**config.mk**
```make
export PLATFORM = sky130hd
export DESIGN_NAME = smu_ctrl_top
export DESIGN_NICKNAME = d
export VERILOG_FILES = /design/src/source/spi_frame_pkg.sv /design/src/source/smu_reg_pkg.sv /design/src/source/smu_ctrl_ifs.sv /design/src/source/spi_sampler.sv /design/src/source/spi_shifter.sv /design/src/source/reg_file.sv /design/src/source/periph_route.sv /design/src/source/smu_ctrl_top.sv
export VERILOG_INCLUDE_DIRS = /design/src /design/src/source
export SDC_FILE = /design/constraint.sdc
export NUM_CORES = 1
export LEC_CHECK = 0
export BUFFER_PORTS_ARGS = -buffer_cell sky130_fd_sc_hd__buf_2
export CORE_AREA = 5 5 73 125
export DETAILED_ROUTE_END_ITERATION = 7
export DIE_AREA = 0 0 78 130
export GPL_TIMING_DRIVEN = 0
export HOLD_SLACK_MARGIN = 0.15
export PLACE_DENSITY = 0.71
export SLEW_MARGIN = 30
export SYNTH_ARGS = -nofsm -noshare
export SYNTH_HDL_FRONTEND = slang
export SYNTH_HIERARCHICAL = 1
export SYNTH_SLANG_ARGS = --single-unit
```
**constraint.sdc**
```tcl
create_clock -name clk -period 2.6 [get_ports clk]
set_clock_uncertainty 0.05 [all_clocks]
set_input_delay 0.26 -clock clk [delete_from_list [all_inputs] [get_ports clk]]
set_output_delay 0.26 -clock clk [all_outputs]
set_load 0.005 [all_outputs]
```
**src/source/smu_ctrl_config.svh**
```systemverilog
////////////////////////////////////////
// smu control plane build constants
// frame geometry, register width, sync depth
////////////////////////////////////////

`ifndef SMU_CTRL_CONFIG_SVH
`define SMU_CTRL_CONFIG_SVH

// bits per spi frame, address then value
`define SMU_CTRL_FRAME_BITS 16

// width of the address field and of the value field
`define SMU_CTRL_FIELD_BITS 8

// control register width, set and clear halves of the value
`define SMU_CTRL_NIBBLE 4

// peripherals behind the second chip select
`define SMU_CTRL_PERIPHS 4

// flops in each pin synchronizer
`define SMU_CTRL_SYNC_STAGES 2

`endif

```
**src/source/spi_frame_pkg.sv**
```systemverilog
////////////////////////////////////////
// spi frame layout
// field types and bit positions of a frame
////////////////////////////////////////

`default_nettype none

`include "smu_ctrl_config.svh"

package spi_frame_pkg;

  // register address, upper byte of the frame
  typedef logic [`SMU_CTRL_FIELD_BITS-1:0] addr_t;

  // value, lower byte of the frame
  // low nibble sets bits, high nibble clears them
  typedef logic [`SMU_CTRL_FIELD_BITS-1:0] val_t;

  // counts up to a full frame, saturates past it
  typedef logic [$clog2(`SMU_CTRL_FRAME_BITS):0] bit_count_t;

  // count at which the address byte is in
  localparam bit_count_t ADDR_DONE_BIT = bit_count_t'(`SMU_CTRL_FIELD_BITS);

  // count of a complete, writable frame
  localparam bit_count_t FRAME_DONE_BIT = bit_count_t'(`SMU_CTRL_FRAME_BITS);

  // field positions inside the assembled frame
  localparam int unsigned ADDR_LSB = `SMU_CTRL_FIELD_BITS;
  localparam int unsigned VAL_LSB = 0;

  // nibble positions inside the value
  localparam int unsigned SET_LSB = 0;
  localparam int unsigned CLR_LSB = `SMU_CTRL_NIBBLE;

endpackage

`default_nettype wire

```
**src/source/smu_reg_pkg.sv**
```systemverilog
////////////////////////////////////////
// smu control register map
// addresses, register bank and presets
////////////////////////////////////////

`default_nettype none

`include "smu_ctrl_config.svh"

package smu_reg_pkg;

  // one control register
  typedef logic [`SMU_CTRL_NIBBLE-1:0] nibble_t;

  // register and command addresses
  typedef enum logic [`SMU_CTRL_FIELD_BITS-1:0] {
    POWERUP     = 8'd6,
    LED         = 8'd7,
    MUX         = 8'd8,
    DAC         = 8'd9,
    RAILS       = 8'd10,
    SOFT_RESET  = 8'd11,
    DAC_REF_MUX = 8'd12,
    ADC         = 8'd14,
    CLAMP1      = 8'd15,
    CLAMP2      = 8'd16,
    MON_RAILS   = 8'd19,
    RAILS_OE    = 8'd24
  } reg_addr_e;

  // all writable registers
  typedef struct packed {
    nibble_t led;
    nibble_t mux;
    nibble_t dac;
    nibble_t rails;
    nibble_t dac_ref_mux;
    nibble_t adc;
    nibble_t clamp1;
    nibble_t clamp2;
    nibble_t rails_oe;
  } reg_bank_t;

  // safe state, rails off
  // dg444 clamps are active low so all off means ones
  // rails_oe active low, held off until rails are checked
  localparam reg_bank_t SOFT_RESET_BANK = '{
    led: 4'h0, mux: 4'h0, dac: 4'h0, rails: 4'h0, dac_ref_mux: 4'h0,
    adc: 4'h0, clamp1: 4'hF, clamp2: 4'hF, rails_oe: 4'hF
  };

  // rails up, ref mux on, output enabled
  // mux and dac fields are placeholders, those registers keep their value
  localparam reg_bank_t POWERUP_BANK = '{
    led: 4'h0, mux: 4'h0, dac: 4'h0, rails: 4'h3, dac_ref_mux: 4'h3,
    adc: 4'h0, clamp1: 4'hF, clamp2: 4'hF, rails_oe: 4'h0
  };

endpackage

`default_nettype wire

```
**src/source/smu_ctrl_ifs.sv**
```systemverilog
////////////////////////////////////////
// stage interfaces
// sampler events, frame writes and reads
////////////////////////////////////////

`default_nettype none

// pin events in the clk domain
interface spi_event_if;
  logic sclk_rise;
  logic sclk_fall;
  logic frame_start;
  logic frame_end;
  logic mosi_s;

  modport sampler (output sclk_rise, sclk_fall, frame_start, frame_end, mosi_s);
  modport shifter (input sclk_rise, sclk_fall, frame_start, frame_end, mosi_s);
endinterface

// assembled frame towards the register file
interface spi_frame_if;
  import spi_frame_pkg::*;

  logic wr_valid;
  addr_t wr_addr;
  val_t wr_val;
  // held from the address byte to frame end
  addr_t rd_addr;
  val_t rd_data;

  modport shifter (output wr_valid, wr_addr, wr_val, rd_addr, input rd_data);
  modport regs (input wr_valid, wr_addr, wr_val, rd_addr, output rd_data);
endinterface

`default_nettype wire

```
**src/source/spi_sampler.sv**
```systemverilog
////////////////////////////////////////
// spi pin sampler
// syncs sclk, cs, mosi and emits edge strobes
////////////////////////////////////////

`default_nettype none

`include "smu_ctrl_config.svh"

module spi_sampler (
  input  logic clk,
  input  logic rst,
  input  logic sclk,
  input  logic cs,
  input  logic mosi,
  spi_event_if.sampler ev
);

  localparam int unsigned SYNC = `SMU_CTRL_SYNC_STAGES;

  // synchronizer plus one history stage per pin
  // [SYNC-1] is the current level, [SYNC] the previous one
  logic [SYNC:0] sclk_q;
  logic [SYNC:0] cs_q;
  logic [SYNC:0] mosi_q;

  ////////////////////////////////////////
  // synchronizers

  // idle levels: sclk low (mode 0), cs high
  always_ff @(posedge clk)
  begin
    if (rst)
    begin
      sclk_q <= '0;
      cs_q <= '1;
    end
    else
    begin
      sclk_q <= {sclk_q[SYNC-1:0], sclk};
      cs_q <= {cs_q[SYNC-1:0], cs};
    end
  end

  // data only, follows the same depth
  always_ff @(posedge clk)
  begin
    mosi_q <= {mosi_q[SYNC-1:0], mosi};
  end

  ////////////////////////////////////////
  // edge strobes, one clk wide

  always_ff @(posedge clk)
  begin
    if (rst)
    begin
      ev.sclk_rise <= 1'b0;
      ev.sclk_fall <= 1'b0;
      ev.frame_start <= 1'b0;
      ev.frame_end <= 1'b0;
    end
    else
    begin
      ev.sclk_rise <= sclk_q[SYNC-1] & ~sclk_q[SYNC];
      ev.sclk_fall <= ~sclk_q[SYNC-1] & sclk_q[SYNC];
      // cs active low
      ev.frame_start <= ~cs_q[SYNC-1] & cs_q[SYNC];
      ev.frame_end <= cs_q[SYNC-1] & ~cs_q[SYNC];
    end
  end

  // lines up with the strobes, mosi seen at the same clk as sclk
  assign ev.mosi_s = mosi_q[SYNC];

endmodule

`default_nettype wire

```
**src/source/spi_shifter.sv**
```systemverilog
////////////////////////////////////////
// spi frame shifter
// counts bits, builds the frame, shifts readback
////////////////////////////////////////

`default_nettype none

`include "smu_ctrl_config.svh"

module spi_shifter (
  input  logic clk,
  input  logic rst,
  spi_event_if.shifter ev,
  spi_frame_if.shifter fr,
  output logic dout
);

  import spi_frame_pkg::*;

  logic [`SMU_CTRL_FRAME_BITS-1:0] shift_in;
  bit_count_t bit_cnt;
  // our cs is low, sclk outside it belongs to the peripherals
  logic active;
  logic rise_in;
  logic addr_edge;
  logic rd_load;
  logic wr_valid_q;
  addr_t rd_addr_q;
  val_t out_sr;

  assign rise_in = ev.sclk_rise & active;
  // this rise completes the address byte
  assign addr_edge = rise_in && (bit_cnt == ADDR_DONE_BIT - 1'b1);

  ////////////////////////////////////////
  // frame control

  always_ff @(posedge clk)
  begin
    if (rst)
    begin
      active <= 1'b0;
      bit_cnt <= '0;
      rd_load <= 1'b0;
      wr_valid_q <= 1'b0;
      dout <= 1'b1;
    end
    else
    begin
      rd_load <= addr_edge;
      wr_valid_q <= 1'b0;
      if (ev.frame_start)
      begin
        active <= 1'b1;
        bit_cnt <= '0;
        dout <= 1'b1;
      end
      else if (ev.frame_end)
      begin
        active <= 1'b0;
        // short or long frames are dropped here
        wr_valid_q <= active && (bit_cnt == FRAME_DONE_BIT);
        dout <= 1'b1;
      end
      else
      begin
        // saturate so a very long frame cannot wrap back to 16
        if (rise_in && (bit_cnt != '1))
          bit_cnt <= bit_cnt + 1'b1;
        // ones during the address byte, then readback msb first
        if (ev.sclk_fall && active)
          dout <= (bit_cnt < ADDR_DONE_BIT) ? 1'b1 : out_sr[$high(out_sr)];
      end
    end
  end

  ////////////////////////////////////////
  // data path

  always_ff @(posedge clk)
  begin
    if (rise_in)
      shift_in <= {shift_in[`SMU_CTRL_FRAME_BITS-2:0], ev.mosi_s};
    // last address bit goes straight in with the shifted seven
    if (addr_edge)
      rd_addr_q <= {shift_in[`SMU_CTRL_FIELD_BITS-2:0], ev.mosi_s};
    if (rd_load)
      out_sr <= fr.rd_data;
    else if (ev.sclk_fall && active && (bit_cnt >= ADDR_DONE_BIT))
      out_sr <= {out_sr[$high(out_sr)-1:0], 1'b0};
  end

  assign fr.wr_valid = wr_valid_q;
  assign fr.wr_addr = shift_in[ADDR_LSB +: `SMU_CTRL_FIELD_BITS];
  assign fr.wr_val = shift_in[VAL_LSB +: `SMU_CTRL_FIELD_BITS];
  assign fr.rd_addr = rd_addr_q;

endmodule

`default_nettype wire

```
**src/source/reg_file.sv**
```systemverilog
////////////////////////////////////////
// smu control register file
// set/clear/toggle writes, presets, readback
////////////////////////////////////////

`default_nettype none

`include "smu_ctrl_config.svh"

module reg_file (
  input  logic clk,
  input  logic rst,
  spi_frame_if.regs fr,
  input  smu_reg_pkg::nibble_t mon_rails,
  output smu_reg_pkg::reg_bank_t bank
);

  import spi_frame_pkg::*;
  import smu_reg_pkg::*;

  reg_bank_t powerup_next;

  // set and clear both high on a bit toggles it
  // otherwise set first, then clear wins
  function automatic nibble_t update(input nibble_t cur, input val_t v);
    nibble_t set_bits;
    nibble_t clr_bits;
    nibble_t tog_bits;
    begin
      set_bits = v[SET_LSB +: `SMU_CTRL_NIBBLE];
      clr_bits = v[CLR_LSB +: `SMU_CTRL_NIBBLE];
      tog_bits = set_bits & clr_bits;
      if (|tog_bits)
        update = cur ^ tog_bits;
      else
        update = (cur | set_bits) & ~clr_bits;
    end
  endfunction

  // dac is set up before rails come on, mux may be mid transfer
  always_comb
  begin
    powerup_next = POWERUP_BANK;
    powerup_next.mux = bank.mux;
    powerup_next.dac = bank.dac;
  end

  ////////////////////////////////////////
  // writes

  always_ff @(posedge clk)
  begin
    if (rst)
      bank <= SOFT_RESET_BANK;
    else if (fr.wr_valid)
    begin
      case (fr.wr_addr)
        // commands
        SOFT_RESET:  bank <= SOFT_RESET_BANK;
        POWERUP:     bank <= powerup_next;
        // data registers
        LED:         bank.led <= update(bank.led, fr.wr_val);
        MUX:         bank.mux <= update(bank.mux, fr.wr_val);
        DAC:         bank.dac <= update(bank.dac, fr.wr_val);
        RAILS:       bank.rails <= update(bank.rails, fr.wr_val);
        DAC_REF_MUX: bank.dac_ref_mux <= update(bank.dac_ref_mux, fr.wr_val);
        ADC:         bank.adc <= update(bank.adc, fr.wr_val);
        CLAMP1:      bank.clamp1 <= update(bank.clamp1, fr.wr_val);
        CLAMP2:      bank.clamp2 <= update(bank.clamp2, fr.wr_val);
        RAILS_OE:    bank.rails_oe <= update(bank.rails_oe, fr.wr_val);
        // mon_rails is input only, unknown addresses ignored
        default:     bank <= bank;
      endcase
    end
  end

  ////////////////////////////////////////
  // readback, zero extended

  always_comb
  begin
    case (fr.rd_addr)
      LED:       fr.rd_data = val_t'(bank.led);
      MON_RAILS: fr.rd_data = val_t'(mon_rails);
      default:   fr.rd_data = '0;
    endcase
  end

endmodule

`default_nettype wire

```
**src/source/periph_route.sv**
```systemverilog
////////////////////////////////////////
// peripheral spi routing
// cs2 selects peripherals chosen by mux
////////////////////////////////////////

`default_nettype none

`include "smu_ctrl_config.svh"

module periph_route (
  input  logic cs2,
  input  logic dout,
  input  smu_reg_pkg::nibble_t mux_sel,
  input  logic [`SMU_CTRL_PERIPHS-1:0] periph_miso,
  output logic [`SMU_CTRL_PERIPHS-1:0] periph_cs_n,
  output logic miso
);

  // cs2 high means not asserted
  // then all peripheral selects stay off and the fpga owns miso
  //
  // cs2 low: every peripheral with its mux bit set is selected
  // the host normally picks one, the or keeps miso defined if more are set

  logic [`SMU_CTRL_PERIPHS-1:0] sel_miso;

  // peripheral data masked by the mux register
  assign sel_miso = mux_sel & periph_miso;

  ////////////////////////////////////////
  // chip selects, active low

  always_comb
  begin
    if (cs2)
      periph_cs_n = '1;
    else
      periph_cs_n = ~mux_sel;
  end

  ////////////////////////////////////////
  // miso back to the host

  always_comb
  begin
    if (cs2)
      miso = dout;
    else
      miso = |sel_miso;
  end

endmodule

`default_nettype wire

```
**src/source/smu_ctrl_top.sv**
```systemverilog
////////////////////////////////////////
// smu spi control plane top level
// sampler, shifter, register file, routing
////////////////////////////////////////

`default_nettype none

`include "smu_ctrl_config.svh"

module smu_ctrl_top (
  input  logic clk,
  input  logic rst,
  // host spi
  input  logic sclk,
  input  logic cs,
  input  logic mosi,
  input  logic cs2,
  output logic miso,
  // peripheral spi
  input  logic [`SMU_CTRL_PERIPHS-1:0] periph_miso,
  output logic [`SMU_CTRL_PERIPHS-1:0] periph_cs_n,
  output logic periph_sclk,
  output logic periph_mosi,
  // board control
  input  logic [`SMU_CTRL_NIBBLE-1:0] mon_rails,
  output logic [`SMU_CTRL_NIBBLE-1:0] led,
  output logic [`SMU_CTRL_NIBBLE-1:0] dac_ctl,
  output logic [`SMU_CTRL_NIBBLE-1:0] rails,
  output logic [`SMU_CTRL_NIBBLE-1:0] rails_oe,
  output logic [`SMU_CTRL_NIBBLE-1:0] dac_ref_mux,
  output logic [`SMU_CTRL_NIBBLE-1:0] adc_ctl,
  output logic [`SMU_CTRL_NIBBLE-1:0] clamp1,
  output logic [`SMU_CTRL_NIBBLE-1:0] clamp2
);

  import smu_reg_pkg::*;

  reg_bank_t bank;
  logic dout;

  spi_event_if ev_if ();
  spi_frame_if fr_if ();

  ////////////////////////////////////////
  // fpga spi slave

  spi_sampler spi_sampler_inst (
    .clk  (clk),
    .rst  (rst),
    .sclk (sclk),
    .cs   (cs),
    .mosi (mosi),
    .ev   (ev_if.sampler)
  );

  spi_shifter spi_shifter_inst (
    .clk  (clk),
    .rst  (rst),
    .ev   (ev_if.shifter),
    .fr   (fr_if.shifter),
    .dout (dout)
  );

  reg_file reg_file_inst (
    .clk       (clk),
    .rst       (rst),
    .fr        (fr_if.regs),
    .mon_rails (mon_rails),
    .bank      (bank)
  );

  ////////////////////////////////////////
  // peripherals

  periph_route periph_route_inst (
    .cs2         (cs2),
    .dout        (dout),
    .mux_sel     (bank.mux),
    .periph_miso (periph_miso),
    .periph_cs_n (periph_cs_n),
    .miso        (miso)
  );

  // clock and data go to every peripheral, chip select decides
  assign periph_sclk = sclk;
  assign periph_mosi = mosi;

  // bank out to the pins
  assign led = bank.led;
  assign dac_ctl = bank.dac;
  assign rails = bank.rails;
  assign rails_oe = bank.rails_oe;
  assign dac_ref_mux = bank.dac_ref_mux;
  assign adc_ctl = bank.adc;
  assign clamp1 = bank.clamp1;
  assign clamp2 = bank.clamp2;

endmodule

`default_nettype wire

```
==> out/qor.txt <==
Clock Path Buffers: 2
initial antenna violation count: 0
CTS clk-pin slew, worst paths: 0.06 ns
Final Total Pwr: 2.89 mW
relative slew slack: 50.0%
Initial Utilization: 54.0%
number of synthesized register bits: 90
cells after synthesis: 448
CTS sink cnt: 90
busiest metal layer after global routing: met2
GRT Total Usage: 22.4%
GRT met3 Usage: 4.35%
sequence of cells on the critical path: clkbuf_1, a22o_1, nor2_1, clkbuf_1, a21oi_1, o21ai_0, a211oi_1
final antenna diode count: 0
Worst path slowest cell: nor2_1
Setup crit end kind: flop
Post-synth EDFFs: 32
H-tree level count: 3
Final min period: 2.40 ns
Setup crit start kind: flop
layout cells sized above 1: 19.2%
most frequent cell after synthesis: a21oi_1
synthesized area per cell: 9.54 µm²
Hold WC Path Type: in -> reg
crit path kind: reg -> reg
CTS tree: done
Pins Over Slew Limit: 0
crit path DAT: 2.55 ns
GP Congestion: 0.982
quantity of I/O buffers inserted on ports: 52
period utilization: 92.5%
Overflow after GRT: 0
Crit path buffers/inverters: 2
Nets: 534
Core Region: 7910 µm²
fill count: 675
endpoints failing setup: 0
grt met1 use: 23.5%
Hold Worst Slack: 0.198 ns
dominant synthesized flop cell: dfxtp_1
placed inst area: 4660 µm²
Final Util: 63.3%
sequential element share of the synthesized area: 49.7%
final wirelength: 11,100 µm
asr flop ratio synth: 0%
Die H: 130 µm
Yosys cell types: 58
FP Rows: 43
post-route ant nets: 0
cts repair resizes: 0
largest net degree at the start of global routing: 17
residual DRC count: 0
outcome: finished clean
area of the die: 10,100 µm²
CP max FO: 10
power per cell area: 577 nW/µm²
Critical Path RT: 2.75 ns
Area contributors post-synth: dfxtp_1 (27%), edfxtp_1 (22%), a21oi_1 (7.0%)
top post-synthesis cells by count: a21oi_1 (60), dfxtp_1 (58), o21ai_0 (45)
MaxCap Viol Count: 0
delay-heaviest family, CP: compound AO/OA/AOI/OAI gates
met2 Usage GRT: 41.5%
Peak supply drop: 0.395 mV
Synth Cell Area: 4270 µm²
area grow syn2layout: 17.1%
initial drt markers: 376
via count: 3,764
f_max: 0.416 GHz
Via density: 6.15
vias in the first global route: 3,607
Num CTS Buffers: 9
actual slew at the worst max-slew pin: 0.746 ns
first-pass GRT wire length: 17,800 µm
Yosys Warn Count: 6
post-DP HPWL: 8380 µm
cell taking the most area after synthesis: dfxtp_1
post-route setup TNS: 0 ns
Worst-Skew Late Latency: 0.34 ns
Synth top area share: 27.2%
Final Cell Area: 5000 µm²
Leakage: 1.79 nW
Avg WL per Cell: 18.1 µm
Ports: 53
max incr delay on CP: 0.52 ns
Hold Violations, Final: 0
CP dominant cell by count: clkbuf_1
root buffer cell: clkbuf_16
DIE WIDTH: 78 µm
drt pass-1 iters: 6
RSZ-0062 raised after global routing: no
==> repair_timing <==
action                    4_1_cts  5_1_grt
buffers inserted                0        0
hold endpoints to repair        3        0
hold buffers                    3        0
==> sequential cells by signal, summed over array words and instances (netlist names), 3 cells and up <==
signal / flops
spi_sampler_inst/cs_q: 3
spi_shifter_inst/shift_in: 16
spi_shifter_inst/fr.rd_addr: 8
spi_sampler_inst/sclk_q: 3
spi_shifter_inst/out_sr: 8
spi_shifter_inst/bit_cnt: 5
reg_file_inst/bank: 36
spi_sampler_inst/mosi_q: 3
==> layout by cell type (no fill, tap or decap), types with 5 or more instances in the layout <==
cell type,n
o21a_1,6
nand2_1,35
and2_1,21
edfxtp_1,32
buf_2,53
a21o_1,7
clkbuf_1,18
o21ai_0,45
dfxtp_1,58
clkbuf_16,9
nor3b_1,6
buf_4,7
mux2_2,7
nand2b_1,5
inv_1,7
a21oi_1,60
nor2b_1,9
a211oi_1,11
a22oi_1,7
nor3_1,21
nor2_1,17
==> layout make-up <==
class / count / area (µm²) / area share [%]
Multi-Input combinational cell: 327 / 1990 / 39.7
Buffer: 27 / 154 / 3.08
Tap cell: 90 / 113 / 2.25
Clock inverter: 5 / 80.1 / 1.60
Clock buffer: 11 / 233 / 4.65
Inverter: 7 / 26.3 / 0.525
Sequential cell: 90 / 2120 / 42.4
Timing Repair Buffer: 55 / 290 / 5.80
==> routing by layer <==
layer | share of wire, % | wire [µm]
met5 | 0 | 0
met2 | 54 | 5970
met4 | 4.8 | 533
met3 | 4.9 | 541
met1 | 37 | 4060
==> power breakdown <==
group	total (mW)	internal, mW	switching [mW]
logic	0.0706	0.0347	0.0358
clock network	1.34	0.840	0.504
registers	1.47	1.46	0.00942
total	2.89	2.34	0.549
==> worst paths after layout <==
kind	from	cells after the start	slack, ns	end
min	rst	2	0.20	spi_shifter_inst/active$_SDFFE_PP0P_
max reg2reg	spi_shifter_inst/shift_in[7]$_DFFE_PP_	7	0.20	reg_file_inst/bank[31]$_SDFFE_PP0P_
max	spi_shifter_inst/shift_in[7]$_DFFE_PP_	7	0.20	reg_file_inst/bank[31]$_SDFFE_PP0P_
min reg2reg	spi_sampler_inst/mosi_q[1]$_DFF_P_	0	0.30	spi_sampler_inst/mosi_q[2]$_DFF_P_
==> cell families after synthesis <==
family          count (synthesis)  synth area share [%]
xor+xnor                        1                 0.205
other cells                     1                0.0878
mux                             8                  2.08
fa+ha+maj                       3                 0.879
compound gates                156                  21.9
buf+inv                        34                  4.22
flops                          90                  49.7
simple gates                  155                  20.9
==> metrics by stage <==
step                      cells  worst slack [ns]
after global routing        612            0.0563
after floorplan             451             0.598
after CTS                   612             0.251
after global placement      593             0.333
final                       612             0.196
after detailed placement    593             0.304
No activity file was read; power rests on OpenSTA's default activity.
